===== src/verilog/sh_bus_params.svh =====
`ifndef SH_BUS_PARAMS_SVH
`define SH_BUS_PARAMS_SVH

//**************************************************************************
// Bus geometry
//**************************************************************************
`define SH_ADDR_W 32
`define SH_DATA_W 32

// SH instructions are one halfword
`define SH_INSTR_W 16

// Lane 3 is the byte at offset 0
`define SH_LANES 4

//**************************************************************************
// Fetch start
//**************************************************************************
`define SH_RESET_PC 32'h0000_0000

`endif


===== src/verilog/sh_bus_pkg.sv =====
`include "sh_bus_params.svh"

package sh_bus_pkg;

	// Byte address on the external bus
	typedef logic [`SH_ADDR_W-1:0] addr_t;

	// One bus data word
	typedef logic [`SH_DATA_W-1:0] word_t;

	// One instruction
	typedef logic [`SH_INSTR_W-1:0] instr_t;

	// Byte enables, big-endian order
	typedef logic [`SH_LANES-1:0] lanes_t;

	// Load/store size
	typedef enum logic [1:0] {
		SZ_BYTE = 2'd0,
		SZ_WORD = 2'd1,
		SZ_LONG = 2'd2
	} acc_size_t;

endpackage


===== src/verilog/sh_fetch_unit.sv =====
`timescale 1ns/1ps
`include "sh_bus_params.svh"

module sh_fetch_unit (
	input  logic               CLK,
	input  logic               RST_N,
	input  logic               br_req,
	input  sh_bus_pkg::addr_t  br_pc,
	input  logic               fetch_done,
	input  sh_bus_pkg::word_t  bus_di,
	output logic               fetch_req,
	output sh_bus_pkg::addr_t  fetch_addr,
	output sh_bus_pkg::instr_t ir,
	output sh_bus_pkg::addr_t  ir_pc,
	output logic               ir_valid
);

	sh_bus_pkg::addr_t  pc;
	sh_bus_pkg::addr_t  hold_addr;
	sh_bus_pkg::instr_t save_ir;
	sh_bus_pkg::instr_t bus_ir;
	logic               save_valid;
	logic               discard;
	logic               run;
	logic               take_bus;
	logic               take_save;

	//**************************************************************************
	// Word request
	//**************************************************************************
	// pc is the next instruction still to be delivered
	assign fetch_req = run & ~save_valid;

	// Overtaken fetch keeps its old address until the bus lets it go
	assign fetch_addr = discard ? hold_addr : {pc[`SH_ADDR_W-1:2], 2'b00};

	assign take_bus = fetch_done & ~discard & ~br_req;
	assign take_save = save_valid & ~br_req;

	// Even halfword sits in the upper half of the word
	assign bus_ir = pc[1] ? bus_di[`SH_INSTR_W-1:0] : bus_di[`SH_DATA_W-1:`SH_INSTR_W];

	//**************************************************************************
	// PC and delivery control
	//**************************************************************************
	always_ff @(posedge CLK or negedge RST_N) begin
		if (!RST_N) begin
			pc <= `SH_RESET_PC;
			save_valid <= 1'b0;
			discard <= 1'b0;
			run <= 1'b0;
			ir_valid <= 1'b0;
		end else begin
			run <= 1'b1;
			ir_valid <= take_bus | take_save;

			if (br_req) begin
				pc <= {br_pc[`SH_ADDR_W-1:1], 1'b0};
				save_valid <= 1'b0;
			end else if (take_bus) begin
				pc <= pc + sh_bus_pkg::addr_t'(2);
				// Lower half follows from the saved register
				save_valid <= ~pc[1];
			end else if (take_save) begin
				pc <= pc + sh_bus_pkg::addr_t'(2);
				save_valid <= 1'b0;
			end

			if (fetch_done) begin
				discard <= 1'b0;
			end else if (br_req && fetch_req) begin
				discard <= 1'b1;
			end
		end
	end

	//**************************************************************************
	// Instruction and saved halfword
	//**************************************************************************
	always_ff @(posedge CLK) begin
		if (!discard) begin
			hold_addr <= fetch_addr;
		end

		if (take_bus) begin
			ir <= bus_ir;
			ir_pc <= pc;
			save_ir <= bus_di[`SH_INSTR_W-1:0];
		end else if (take_save) begin
			ir <= save_ir;
			ir_pc <= pc;
		end
	end

endmodule


===== src/verilog/sh_mem_access.sv =====
`timescale 1ns/1ps
`include "sh_bus_params.svh"

module sh_mem_access (
	input  logic                  CLK,
	input  logic                  RST_N,
	input  logic                  ma_req,
	input  sh_bus_pkg::addr_t     ma_addr,
	input  sh_bus_pkg::acc_size_t ma_size,
	input  logic                  ma_we,
	input  sh_bus_pkg::word_t     ma_wd,
	input  logic                  ma_done_bus,
	input  sh_bus_pkg::word_t     bus_di,
	output logic                  ma_busy,
	output logic                  ma_done,
	output sh_bus_pkg::word_t     ma_rdata,
	output logic                  ma_bus_req,
	output sh_bus_pkg::addr_t     ma_bus_addr,
	output logic                  ma_bus_we,
	output sh_bus_pkg::lanes_t    ma_bus_lanes,
	output sh_bus_pkg::word_t     ma_bus_wd
);

	sh_bus_pkg::addr_t     addr_q;
	sh_bus_pkg::acc_size_t size_q;
	sh_bus_pkg::word_t     wd_q;
	sh_bus_pkg::word_t     rd_shift;
	sh_bus_pkg::word_t     rd_ext;
	logic                  we_q;
	logic                  busy;
	logic [1:0]            lane_off;

	assign ma_busy = busy;
	assign ma_bus_req = busy;
	assign ma_bus_addr = addr_q;
	assign ma_bus_we = we_q;

	//**************************************************************************
	// Lanes and write replication
	//**************************************************************************
	// lane_off counts bytes up from the bottom of the word
	always_comb begin
		case (size_q)
			sh_bus_pkg::SZ_BYTE: begin
				ma_bus_lanes = sh_bus_pkg::lanes_t'(4'b1000) >> addr_q[1:0];
				ma_bus_wd = {(`SH_LANES){wd_q[7:0]}};
				lane_off = ~addr_q[1:0];
			end
			sh_bus_pkg::SZ_WORD: begin
				ma_bus_lanes = addr_q[1] ? sh_bus_pkg::lanes_t'(4'b0011)
				                         : sh_bus_pkg::lanes_t'(4'b1100);
				ma_bus_wd = {2{wd_q[15:0]}};
				lane_off = {~addr_q[1], 1'b0};
			end
			default: begin
				ma_bus_lanes = '1;
				ma_bus_wd = wd_q;
				lane_off = 2'b00;
			end
		endcase
	end

	//**************************************************************************
	// Read alignment
	//**************************************************************************
	assign rd_shift = bus_di >> {lane_off, 3'b000};

	always_comb begin
		case (size_q)
			sh_bus_pkg::SZ_BYTE: rd_ext = {{(`SH_DATA_W-8){rd_shift[7]}}, rd_shift[7:0]};
			sh_bus_pkg::SZ_WORD: rd_ext = {{(`SH_DATA_W-16){rd_shift[15]}}, rd_shift[15:0]};
			default:             rd_ext = rd_shift;
		endcase
	end

	//**************************************************************************
	// Request tracking
	//**************************************************************************
	always_ff @(posedge CLK or negedge RST_N) begin
		if (!RST_N) begin
			busy <= 1'b0;
			ma_done <= 1'b0;
		end else begin
			ma_done <= ma_done_bus;
			if (ma_done_bus) begin
				busy <= 1'b0;
			end else if (ma_req && !busy) begin
				busy <= 1'b1;
			end
		end
	end

	// Only one access in flight
	always_ff @(posedge CLK) begin
		if (ma_req && !busy) begin
			addr_q <= ma_addr;
			size_q <= ma_size;
			we_q <= ma_we;
			wd_q <= ma_wd;
		end

		if (ma_done_bus) begin
			ma_rdata <= rd_ext;
		end
	end

endmodule


===== src/verilog/sh_bus_arbiter.sv =====
`timescale 1ns/1ps
`include "sh_bus_params.svh"

module sh_bus_arbiter (
	input  logic               CLK,
	input  logic               RST_N,
	input  logic               fetch_req,
	input  sh_bus_pkg::addr_t  fetch_addr,
	input  logic               ma_bus_req,
	input  sh_bus_pkg::addr_t  ma_bus_addr,
	input  logic               ma_bus_we,
	input  sh_bus_pkg::lanes_t ma_bus_lanes,
	input  sh_bus_pkg::word_t  ma_bus_wd,
	input  logic               bus_wait,
	output logic               fetch_done,
	output logic               ma_done_bus,
	output logic               bus_req,
	output sh_bus_pkg::addr_t  bus_a,
	output logic               bus_wr,
	output sh_bus_pkg::lanes_t bus_ba,
	output sh_bus_pkg::word_t  bus_do
);

	logic lock;
	logic owner_data;
	logic sel_data;

	// Stretched transfer keeps its owner, otherwise data goes first
	assign sel_data = lock ? owner_data : ma_bus_req;

	//**************************************************************************
	// Bus outputs
	//**************************************************************************
	assign bus_req = sel_data ? ma_bus_req : fetch_req;
	assign bus_a = sel_data ? ma_bus_addr : fetch_addr;
	assign bus_wr = sel_data & ma_bus_req & ma_bus_we;
	assign bus_ba = sel_data ? ma_bus_lanes : {(`SH_LANES){1'b1}};
	assign bus_do = ma_bus_wd;

	assign fetch_done = ~sel_data & fetch_req & ~bus_wait;
	assign ma_done_bus = sel_data & ma_bus_req & ~bus_wait;

	always_ff @(posedge CLK or negedge RST_N) begin
		if (!RST_N) begin
			lock <= 1'b0;
			owner_data <= 1'b0;
		end else begin
			lock <= bus_req & bus_wait;
			owner_data <= sel_data;
		end
	end

endmodule


===== src/verilog/sh_bus_unit.sv =====
`timescale 1ns/1ps

module sh_bus_unit (
	input  logic                  CLK,
	input  logic                  RST_N,

	output sh_bus_pkg::addr_t     bus_a,
	input  sh_bus_pkg::word_t     bus_di,
	output sh_bus_pkg::word_t     bus_do,
	output logic                  bus_wr,
	output sh_bus_pkg::lanes_t    bus_ba,
	output logic                  bus_req,
	input  logic                  bus_wait,

	input  logic                  br_req,
	input  sh_bus_pkg::addr_t     br_pc,
	output sh_bus_pkg::instr_t    ir,
	output sh_bus_pkg::addr_t     ir_pc,
	output logic                  ir_valid,

	input  logic                  ma_req,
	input  sh_bus_pkg::addr_t     ma_addr,
	input  sh_bus_pkg::acc_size_t ma_size,
	input  logic                  ma_we,
	input  sh_bus_pkg::word_t     ma_wd,
	output logic                  ma_busy,
	output logic                  ma_done,
	output sh_bus_pkg::word_t     ma_rdata
);

	logic               fetch_req;
	logic               fetch_done;
	sh_bus_pkg::addr_t  fetch_addr;
	logic               ma_bus_req;
	logic               ma_done_bus;
	logic               ma_bus_we;
	sh_bus_pkg::addr_t  ma_bus_addr;
	sh_bus_pkg::lanes_t ma_bus_lanes;
	sh_bus_pkg::word_t  ma_bus_wd;

	sh_fetch_unit fetch (
		.CLK        (CLK),
		.RST_N      (RST_N),
		.br_req     (br_req),
		.br_pc      (br_pc),
		.fetch_done (fetch_done),
		.bus_di     (bus_di),
		.fetch_req  (fetch_req),
		.fetch_addr (fetch_addr),
		.ir         (ir),
		.ir_pc      (ir_pc),
		.ir_valid   (ir_valid)
	);

	sh_mem_access mem (
		.CLK          (CLK),
		.RST_N        (RST_N),
		.ma_req       (ma_req),
		.ma_addr      (ma_addr),
		.ma_size      (ma_size),
		.ma_we        (ma_we),
		.ma_wd        (ma_wd),
		.ma_done_bus  (ma_done_bus),
		.bus_di       (bus_di),
		.ma_busy      (ma_busy),
		.ma_done      (ma_done),
		.ma_rdata     (ma_rdata),
		.ma_bus_req   (ma_bus_req),
		.ma_bus_addr  (ma_bus_addr),
		.ma_bus_we    (ma_bus_we),
		.ma_bus_lanes (ma_bus_lanes),
		.ma_bus_wd    (ma_bus_wd)
	);

	sh_bus_arbiter arb (
		.CLK          (CLK),
		.RST_N        (RST_N),
		.fetch_req    (fetch_req),
		.fetch_addr   (fetch_addr),
		.ma_bus_req   (ma_bus_req),
		.ma_bus_addr  (ma_bus_addr),
		.ma_bus_we    (ma_bus_we),
		.ma_bus_lanes (ma_bus_lanes),
		.ma_bus_wd    (ma_bus_wd),
		.bus_wait     (bus_wait),
		.fetch_done   (fetch_done),
		.ma_done_bus  (ma_done_bus),
		.bus_req      (bus_req),
		.bus_a        (bus_a),
		.bus_wr       (bus_wr),
		.bus_ba       (bus_ba),
		.bus_do       (bus_do)
	);

endmodule


===== config.mk =====
export PLATFORM = sky130hd
export DESIGN_NAME = sh_bus_unit
export DESIGN_NICKNAME = d
export VERILOG_FILES = /design/src/verilog/sh_bus_pkg.sv /design/src/verilog/sh_fetch_unit.sv /design/src/verilog/sh_mem_access.sv /design/src/verilog/sh_bus_arbiter.sv /design/src/verilog/sh_bus_unit.sv
export VERILOG_INCLUDE_DIRS = /design/src /design/src/verilog
export SDC_FILE = /design/constraint.sdc
export NUM_CORES = 1
export LEC_CHECK = 0
export BUFFER_PORTS_ARGS = -buffer_cell sky130_fd_sc_hd__buf_2
export CAP_MARGIN = 15
export CORE_MARGIN = 3
export CORE_UTILIZATION = 48
export DETAILED_ROUTE_END_ITERATION = 7
export PLACE_DENSITY = 0.77
export SLEW_MARGIN = 15
export SYNTH_ARGS = -nofsm -noshare
export SYNTH_HDL_FRONTEND = slang
export SYNTH_HIERARCHICAL = 1
export SYNTH_SLANG_ARGS = --single-unit

===== constraint.sdc =====
create_clock -name CLK -period 3.9 [get_ports CLK]
set_input_delay 0.39 -clock CLK [delete_from_list [all_inputs] [get_ports CLK]]
set_output_delay 0.39 -clock CLK [all_outputs]
set_load 0.01 [all_outputs]

==> results of run 1 <==
[area by class of cell]
type / count / share of cell area, %
clock buffer: 33 / 5.50
timing repair buffer: 298 / 11.8
sequential: 233 / 52.1
inverter: 20 / 0.575
multi-input combinational: 441 / 25.9
tap: 280 / 2.69
clock inverter: 15 / 1.33
antenna: 4 / 0.0767
[worst register-to-register path, stage by stage (launching register included)]
cell                      delay [ns]
sky130_fd_sc_hd__dfrtp_1        0.49
sky130_fd_sc_hd__mux2i_4        0.20
sky130_fd_sc_hd__inv_2          0.06
sky130_fd_sc_hd__nor3b_2        0.22
sky130_fd_sc_hd__nor2b_1        0.45
sky130_fd_sc_hd__nor2_1         0.21
sky130_fd_sc_hd__nor2_4         0.33
sky130_fd_sc_hd__buf_4          0.52
[registers in the layout (all words and copies together), names as in the netlist]
| register | flops |
|---|---|
| mem/ma_rdata | 32 |
| fetch/save_valid | 1 |
| mem/ma_bus_we | 1 |
| fetch/save_ir | 16 |
| mem/wd_q | 32 |
| fetch/pc | 31 |
| arb/lock | 1 |
| mem/ma_bus_addr | 32 |
| mem/ma_done | 1 |
| fetch/run | 1 |
| arb/owner_data | 1 |
| fetch/ir_pc | 31 |
| mem/size_q | 2 |
| fetch/hold_addr | 32 |
| fetch/ir_valid | 1 |
| fetch/discard | 1 |
| fetch/ir | 16 |
| mem/ma_bus_req | 1 |
[synthesized netlist by cell type, types with 7 or more instances]
master | count | area (um2)
sky130_fd_sc_hd__a21oi_1 | 24 | 120
sky130_fd_sc_hd__a221oi_1 | 8 | 70.1
sky130_fd_sc_hd__a31oi_1 | 10 | 62.6
sky130_fd_sc_hd__buf_4 | 43 | 323
sky130_fd_sc_hd__buf_6 | 11 | 124
sky130_fd_sc_hd__clkbuf_1 | 15 | 56.3
sky130_fd_sc_hd__dfrtp_1 | 39 | 976
sky130_fd_sc_hd__edfxtp_1 | 194 | 5830
sky130_fd_sc_hd__inv_1 | 19 | 71.3
sky130_fd_sc_hd__mux2_2 | 49 | 552
sky130_fd_sc_hd__mux2_4 | 25 | 375
sky130_fd_sc_hd__mux2i_1 | 25 | 250
sky130_fd_sc_hd__mux4_2 | 8 | 180
sky130_fd_sc_hd__nand2_1 | 67 | 251
sky130_fd_sc_hd__nand2_2 | 10 | 62.6
sky130_fd_sc_hd__nand3_1 | 15 | 75.1
sky130_fd_sc_hd__nand4_1 | 7 | 43.8
sky130_fd_sc_hd__nor2_1 | 40 | 150
sky130_fd_sc_hd__nor2b_1 | 7 | 43.8
sky130_fd_sc_hd__o21ai_0 | 31 | 155
sky130_fd_sc_hd__o22ai_1 | 8 | 50.1
sky130_fd_sc_hd__or2_2 | 8 | 50.1
[power by group through the flow]
stage / Combinational [mW] / Sequential, mW / Clock (mW)
after floorplan: 1.28 / 3.37 / 0
final: 1.79 / 3.35 / 2.50
after global placement: 1.76 / 3.38 / 0
after detailed placement: 1.80 / 3.40 / 0
after global routing: 1.95 / 3.39 / 2.67
after CTS: 1.81 / 3.35 / 2.56
[cells in the final DEF (no fill, tap or decap), types with 10 or more instances in the layout]
cell	instances
sky130_fd_sc_hd__a21oi_1	24
sky130_fd_sc_hd__a31oi_1	10
sky130_fd_sc_hd__buf_2	286
sky130_fd_sc_hd__buf_4	11
sky130_fd_sc_hd__clkbuf_16	27
sky130_fd_sc_hd__dfrtp_1	39
sky130_fd_sc_hd__edfxtp_1	194
sky130_fd_sc_hd__inv_1	19
sky130_fd_sc_hd__mux2_2	49
sky130_fd_sc_hd__mux2_4	25
sky130_fd_sc_hd__mux2i_1	25
sky130_fd_sc_hd__nand2_1	67
sky130_fd_sc_hd__nand2_2	10
sky130_fd_sc_hd__nand3_1	15
sky130_fd_sc_hd__nor2_1	38
sky130_fd_sc_hd__o21ai_0	31
[final timing paths]
check / slack [ns] / startpoint / end / depth (start not counted)
setup / recovery: 0.98 / mem/size_q[1] / bus_ba[1] / 4
hold / removal: 0.02 / RST_N / fetch/pc[15] / 1
setup reg to reg: 1.02 / mem/ma_bus_req / fetch/ir[11] / 7
hold reg to reg: 0.52 / fetch/pc[9] / fetch/ir_pc[9] / 0
max in group asynchronous: 3.28 / RST_N / mem/ma_done / 1
min in group CLK: 0.05 / ma_we / mem/ma_bus_we / 1
[cells by family (layout without fill, tap and decap cells)]
kind of cell    Yosys count  in the layout  share of synthesized area, %
fa+ha+maj                 1              1                         0.116
flops                   233            233                          62.9
mux                     108            108                          12.8
other cells               2              6                        0.0694
buf+inv                 102            366                          6.07
simple gates            202            202                          9.79
xor+xnor                  7              7                         0.567
compound gates          121            121                          7.77
[per-layer routing]
metal / track usage [%] / wire, um
met5: 0 / 11
met4: 7.00 / 740
met1: 28.4 / 10900
met2: 32.2 / 12400
met3: 3.50 / 1580
[through the flow]
| stage | worst slack, ns | cells |
|---|---|---|
| 6_report | 0.976 | 1324 |
| 5_1_grt | 0.739 | 1323 |
| 2_1_floorplan | 0.523 | 776 |
| 3_3_place_gp | 1.14 | 1271 |
| 3_5_place_dp | 1.02 | 1271 |
| 4_1_cts | 0.939 | 1319 |
==> metrics.txt, run 1 <==
# TYPE chip_impl_metric gauge
chip_impl_info{name="criticalPathCategory",value="reg2out"} 1
chip_impl_metric{name="wirelength",unit="um"} 25600
chip_impl_metric{name="power.static_leakage",unit="nW"} 5.22
chip_impl_metric{name="post_drt_wl_per_cell",unit="um"} 19.4
chip_impl_metric{name="ys_async_sr_fraction",unit="%"} 16.7
chip_impl_metric{name="maxSlewHeadroom",unit="%"} 35.5
chip_impl_metric{name="numCtsBuffers",unit=""} 26
chip_impl_metric{name="synth_nets",unit=""} 913
chip_impl_metric{name="p_seq_share",unit="%"} 43.9
chip_impl_metric{name="chipWidth",unit="um"} 156
chip_impl_metric{name="share_clk_of_total_power",unit="%"} 32.7
chip_impl_metric{name="synth_cell_types",unit=""} 75
chip_impl_metric{name="synthToLayoutAreaGrowth",unit="%"} 20.6
chip_impl_metric{name="power.combinational.fraction",unit="%"} 23.4
chip_impl_metric{name="placement.io_buffers",unit=""} 286
chip_impl_metric{name="grt_start_max_net_pins",unit=""} 68
chip_impl_info{name="run_status",value="finished clean"} 1
chip_impl_metric{name="finalSetupViolCount",unit=""} 0
chip_impl_metric{name="layout.cell_area.non_filler",unit="um2"} 13000
chip_impl_metric{name="slowest_delay",unit="ns"} 0.77
chip_impl_metric{name="routed_via_density",unit=""} 5.45
chip_impl_metric{name="antenna_found_initial",unit=""} 4
chip_impl_metric{name="total_track_usage",unit="%"} 20.2
chip_impl_metric{name="grt_first_pass_wirelength",unit="um"} 39100
chip_impl_metric{name="post-cts-setup-buffers",unit=""} 0
chip_impl_metric{name="drcViolationCount",unit=""} 0
chip_impl_info{name="rsz0062_at_grt",value="false"} 1
chip_impl_metric{name="yosysWarningCount",unit=""} 6
chip_impl_metric{name="initial_utilization",unit="%"} 49.3
chip_impl_info{name="path_cells",value="nor2_2 -> a21oi_1 -> or2_2 -> buf_2"} 1
chip_impl_info{name="flip_flop_cell_with_the_highest_count_after_synthesis",value="sky130_fd_sc_hd__edfxtp_1"} 1
chip_impl_metric{name="residual_antenna_violating_net_count_after_detailed_routing",unit=""} 0
chip_impl_metric{name="combined_area_of_the_multi_input_logic_cells",unit="um2"} 3380
chip_impl_metric{name="first_pass_iters",unit=""} 5
chip_impl_info{name="critical-path-slowest-cell",value="sky130_fd_sc_hd__edfxtp_1"} 1
chip_impl_info{name="setup.worst_path.end_class",value="primary output"} 1
chip_impl_metric{name="cell_internal_pwr",unit="mW"} 5.55
chip_impl_metric{name="switching_share",unit="%"} 27.3
chip_impl_metric{name="postCtsResizedCells",unit=""} 0
chip_impl_metric{name="fill_cells",unit=""} 1739
chip_impl_metric{name="netlist_area_before_placement",unit="um2"} 10800
chip_impl_metric{name="grt_pass1_vias",unit=""} 7096
chip_impl_metric{name="ys_seq_area_share",unit="%"} 62.9
chip_impl_metric{name="timing.fmax",unit="MHz"} 342
chip_impl_metric{name="worst_ir_drop_vdd",unit="mV"} 0.445
chip_impl_metric{name="core-area",unit="um2"} 22000
chip_impl_metric{name="clockBufferDepth",unit=""} 3
chip_impl_info{name="cts_tree",value="yes"} 1
chip_impl_metric{name="finalClockSkew",unit="ns"} 0.0114
chip_impl_metric{name="layout.area.seq",unit="um2"} 6800
chip_impl_metric{name="die_y",unit="um"} 156
chip_impl_metric{name="dpl-instance-area",unit="um2"} 12100
chip_impl_info{name="critical_path_start_type",value="flip-flop"} 1
chip_impl_metric{name="final_nets",unit=""} 1157
chip_impl_metric{name="drt_first_iter_violations",unit=""} 533
chip_impl_metric{name="timing.final.max_slew_violations",unit=""} 0
chip_impl_metric{name="cp_data_required_time",unit="ns"} 3.51
chip_impl_metric{name="hpwl",unit="um"} 17900
chip_impl_metric{name="synth_edf_count",unit=""} 194
chip_impl_metric{name="ioPinCount",unit=""} 289
chip_impl_metric{name="power.density_cell_area",unit="nW/um2"} 585
chip_impl_metric{name="switchingPower",unit="mW"} 2.09
chip_impl_metric{name="critPathArrivalTime",unit="ns"} 2.53
chip_impl_metric{name="clock-sinks",unit=""} 233
chip_impl_metric{name="max_cap_violations",unit=""} 0
chip_impl_info{name="timing.hold.worst.class",value="in2async"} 1
chip_impl_metric{name="globalRoute.totalOverflow",unit=""} 0
chip_impl_metric{name="worst_slew_pin_slew",unit="ns"} 0.967
chip_impl_metric{name="vias",unit=""} 7217
chip_impl_metric{name="htreeDepth",unit=""} 1
chip_impl_metric{name="fp_rows",unit=""} 54
chip_impl_metric{name="final_layout_size_suffix_gt1_share",unit="%"} 44.1
chip_impl_metric{name="fin_setup_tns",unit="ns"} 0
chip_impl_metric{name="floorplan.die_area",unit="um2"} 24400
chip_impl_metric{name="hold_ws",unit="ns"} 0.0187
chip_impl_metric{name="hold_buffers",unit=""} 0
chip_impl_metric{name="post_synth.cell_area_avg",unit="um2"} 13.9
chip_impl_metric{name="final_core_util",unit="%"} 59.4
chip_impl_metric{name="crit_path_max_fanout",unit=""} 24
chip_impl_metric{name="timing_hold_violations_final",unit=""} 0
chip_impl_metric{name="syn-instance-count",unit=""} 776
chip_impl_metric{name="clock_insertion_delay_worst_skew",unit="ns"} 0.52
chip_impl_metric{name="period_needed",unit="ns"} 2.92
chip_impl_metric{name="clkTransAtPathRegs",unit="ns"} 0.06
chip_impl_metric{name="ys_ff_latch",unit=""} 233
chip_impl_metric{name="critical_path_buf_inv_count",unit=""} 1
chip_impl_info{name="cts.root.buffer_cell",value="sky130_fd_sc_hd__clkbuf_16"} 1
chip_impl_metric{name="gp_congestion",unit=""} 0.830
chip_impl_info{name="timing.critical_path.max_delay_family",value="simple AND/OR/NAND/NOR gates"} 1
chip_impl_metric{name="post_route_clock_period_utilization",unit="%"} 75.0
chip_impl_metric{name="total_power",unit="mW"} 7.64
Power figures use the tool's default switching activity.
==> run 2, diff against run 1 <==
==> constraint.sdc (replaced) <==
create_clock -name CLK -period 2.6 [get_ports CLK]
set_input_delay 0.26 -clock CLK [delete_from_list [all_inputs] [get_ports CLK]]
set_output_delay 0.26 -clock CLK [all_outputs]
set_load 0.01 [all_outputs]
==> metrics.txt, run 2 (synthesis results as in run 1) <==
# TYPE chip_impl_metric gauge
chip_impl_info{name="run_status",value="finished clean"} 1
chip_impl_metric{name="power.static_leakage",unit="nW"} 5.67
chip_impl_metric{name="globalRoute.totalOverflow",unit=""} 0
chip_impl_metric{name="combined_area_of_the_multi_input_logic_cells",unit="um2"} 3400
chip_impl_metric{name="pre_cts_slack",unit="ns"} 0.185
chip_impl_info{name="critical_path_start_type",value="flip-flop"} 1
chip_impl_metric{name="drcViolationCount",unit=""} 0
chip_impl_info{name="criticalPathCategory",value="reg2reg"} 1
chip_impl_metric{name="dpl-instance-area",unit="um2"} 12300
chip_impl_metric{name="maxSlewHeadroom",unit="%"} 36.2
chip_impl_metric{name="grt_pass1_vias",unit=""} 7735
chip_impl_metric{name="clkTransAtPathRegs",unit="ns"} 0.06
chip_impl_info{name="cts.root.buffer_cell",value="sky130_fd_sc_hd__clkbuf_16"} 1
chip_impl_info{name="most-common-layout-cells",value="sky130_fd_sc_hd__buf_2 (286), sky130_fd_sc_hd__edfxtp_1 (194), sky130_fd_sc_hd__dlygate4sd3_1 (104)"} 1
chip_impl_metric{name="routed_via_density",unit=""} 5.39
chip_impl_metric{name="hold_ws",unit="ns"} 0.0216
chip_impl_metric{name="period_needed",unit="ns"} 2.44
chip_impl_metric{name="post_route_clock_period_utilization",unit="%"} 94.0
chip_impl_metric{name="initial_utilization",unit="%"} 49.3
chip_impl_metric{name="critPathArrivalTime",unit="ns"} 2.87
chip_impl_metric{name="residual_antenna_violating_net_count_after_detailed_routing",unit=""} 0
chip_impl_metric{name="placement.io_buffers",unit=""} 286
chip_impl_metric{name="chipWidth",unit="um"} 156
chip_impl_metric{name="timing_hold_violations_final",unit=""} 0
chip_impl_metric{name="antenna_found_initial",unit=""} 0
chip_impl_metric{name="clock_insertion_delay_worst_skew",unit="ns"} 0.51
chip_impl_metric{name="vias",unit=""} 7733
chip_impl_metric{name="worst_slew_pin_slew",unit="ns"} 0.958
chip_impl_metric{name="total_track_usage",unit="%"} 21.7
chip_impl_metric{name="core-area",unit="um2"} 22000
chip_impl_metric{name="final_nets",unit=""} 1275
chip_impl_metric{name="grt_first_pass_wirelength",unit="um"} 42200
chip_impl_metric{name="grt_start_max_net_pins",unit=""} 68
chip_impl_metric{name="synthToLayoutAreaGrowth",unit="%"} 30.3
chip_impl_metric{name="layout.cell_area.non_filler",unit="um2"} 14100
chip_impl_metric{name="final_layout_size_suffix_gt1_share",unit="%"} 40.3
chip_impl_info{name="mostFrequentLayoutCell",value="sky130_fd_sc_hd__buf_2"} 1
chip_impl_metric{name="antennaDiodeCount",unit=""} 0
chip_impl_metric{name="htreeDepth",unit=""} 1
chip_impl_metric{name="finalClockSkew",unit="ns"} 0.0135
chip_impl_metric{name="timing.final.max_slew_violations",unit=""} 0
chip_impl_metric{name="die_y",unit="um"} 156
chip_impl_metric{name="worst_ir_drop_vdd",unit="mV"} 0.510
chip_impl_metric{name="first_pass_iters",unit=""} 5
chip_impl_metric{name="fp_rows",unit=""} 54
chip_impl_metric{name="setup_slack",unit="ns"} 0.156
chip_impl_metric{name="max_cap_violations",unit=""} 0
chip_impl_metric{name="wirelength",unit="um"} 27500
chip_impl_metric{name="ioPinCount",unit=""} 289
chip_impl_metric{name="timing.fmax",unit="MHz"} 409
chip_impl_metric{name="worst-r2r-setup-slack",unit="ns"} 0.16
chip_impl_info{name="setup.worst_path.end_class",value="flip-flop"} 1
chip_impl_metric{name="floorplan.die_area",unit="um2"} 24400
chip_impl_metric{name="numCtsBuffers",unit=""} 25
chip_impl_metric{name="post-cts-setup-buffers",unit=""} 0
chip_impl_metric{name="cp_data_required_time",unit="ns"} 3.03
chip_impl_metric{name="hpwl",unit="um"} 18300
chip_impl_metric{name="crit_path_max_fanout",unit=""} 17
chip_impl_info{name="cts_tree",value="yes"} 1
chip_impl_metric{name="layout.area.seq",unit="um2"} 6800
chip_impl_info{name="timing.hold.worst.class",value="in2reg"} 1
chip_impl_metric{name="gp_congestion",unit=""} 0.830
chip_impl_metric{name="power.density_cell_area",unit="nW/um2"} 799
chip_impl_metric{name="fill_cells",unit=""} 1572
chip_impl_metric{name="clock-sinks",unit=""} 233
chip_impl_metric{name="clockBufferDepth",unit=""} 3
chip_impl_info{name="rsz0062_at_grt",value="false"} 1
chip_impl_metric{name="post_drt_wl_per_cell",unit="um"} 19.2
chip_impl_metric{name="drt_first_iter_violations",unit=""} 537
chip_impl_metric{name="finalSetupViolCount",unit=""} 0
-- run 2: changes by cell type in the layout (fill, tap and decap cells not counted), sizes merged --
| cell | before | now |
|---|---|---|
| buf | 298 | 313 |
| diode | 4 | 0 |
| dlygate4sd3 | 0 | 104 |
| clkinvlp | 1 | 0 |
| bufinv | 4 | 1 |
| clkinv | 10 | 7 |
| clkbuf | 33 | 36 |
-- run 2: layout make-up --
type / count / share of cell area, %
clock inverters: 8 / 0.417
well taps: 280 / 2.48
flip-flops and latches: 233 / 48.2
repair buffers: 417 / 19.3
inverters: 20 / 0.532
clock buffers: 36 / 4.94
multi-input cells: 441 / 24.1
-- run 2: metal layers --
metal  wire [um]  share of wire (%)  vias to the layer above  track usage, %
li1            -                  -                     3614               -
met5           0                  0                        -               0
met4         818                3.0                        0            6.88
met2       13300                 48                      333            36.0
met3        1610                5.8                       62            3.11
met1       11800                 43                     3724            30.0
-- run 2: what timing repair did --
item	in CTS	in global routing
endpoints found under the setup margin	0	7
resized for setup	0	1
hold endpoints to repair	142	0
hold buffers	104	0
-- run 2: critical path, cell delays in order, from the launching register on --
cell and delay [ns]:
sky130_fd_sc_hd__dfrtp_1 0.41, sky130_fd_sc_hd__mux2i_4 0.27, sky130_fd_sc_hd__inv_2 0.06, sky130_fd_sc_hd__nor3b_2 0.22
sky130_fd_sc_hd__nand2b_1 0.11, sky130_fd_sc_hd__a2111o_1 0.61, sky130_fd_sc_hd__or4_1 0.50, sky130_fd_sc_hd__a31oi_1 0.18
-- run 2: where the power goes --
| part | internal (mW) | switching, mW | total (mW) |
|---|---|---|---|
| registers | 4.74 | 0.260 | 5.00 |
| logic | 1.39 | 1.55 | 2.94 |
| clock network | 1.94 | 1.38 | 3.32 |
| total | 8.07 | 3.19 | 11.3 |
-- run 2: final timing paths --
| kind | depth (start not counted) | end | start |
|---|---|---|---|
| worst max-delay path | 7 | fetch/pc[21] | arb/lock |
| worst min-delay path | 3 | fetch/pc[25] | br_pc[25] |
| worst max register to register | 7 | fetch/pc[21] | arb/lock |
| worst min register to register | 0 | fetch/ir_pc[9] | fetch/pc[9] |
| max in group asynchronous | 2 | fetch/run | RST_N |
| min in group asynchronous | 2 | fetch/pc[13] | RST_N |
-- run 2: per-stage QoR --
stage | setup TNS (ns) | util, % | cells | total power, mW
floorplan | -8.72 | - | 776 | 6.99
global placement | 0 | 56.0 | 1287 | 7.78
detailed placement | 0 | 56.0 | 1287 | 7.87
CTS | 0 | 64.2 | 1435 | 11.3
global route | 0 | 64.2 | 1435 | 11.7
finish | 0 | 64.2 | 1435 | 11.3
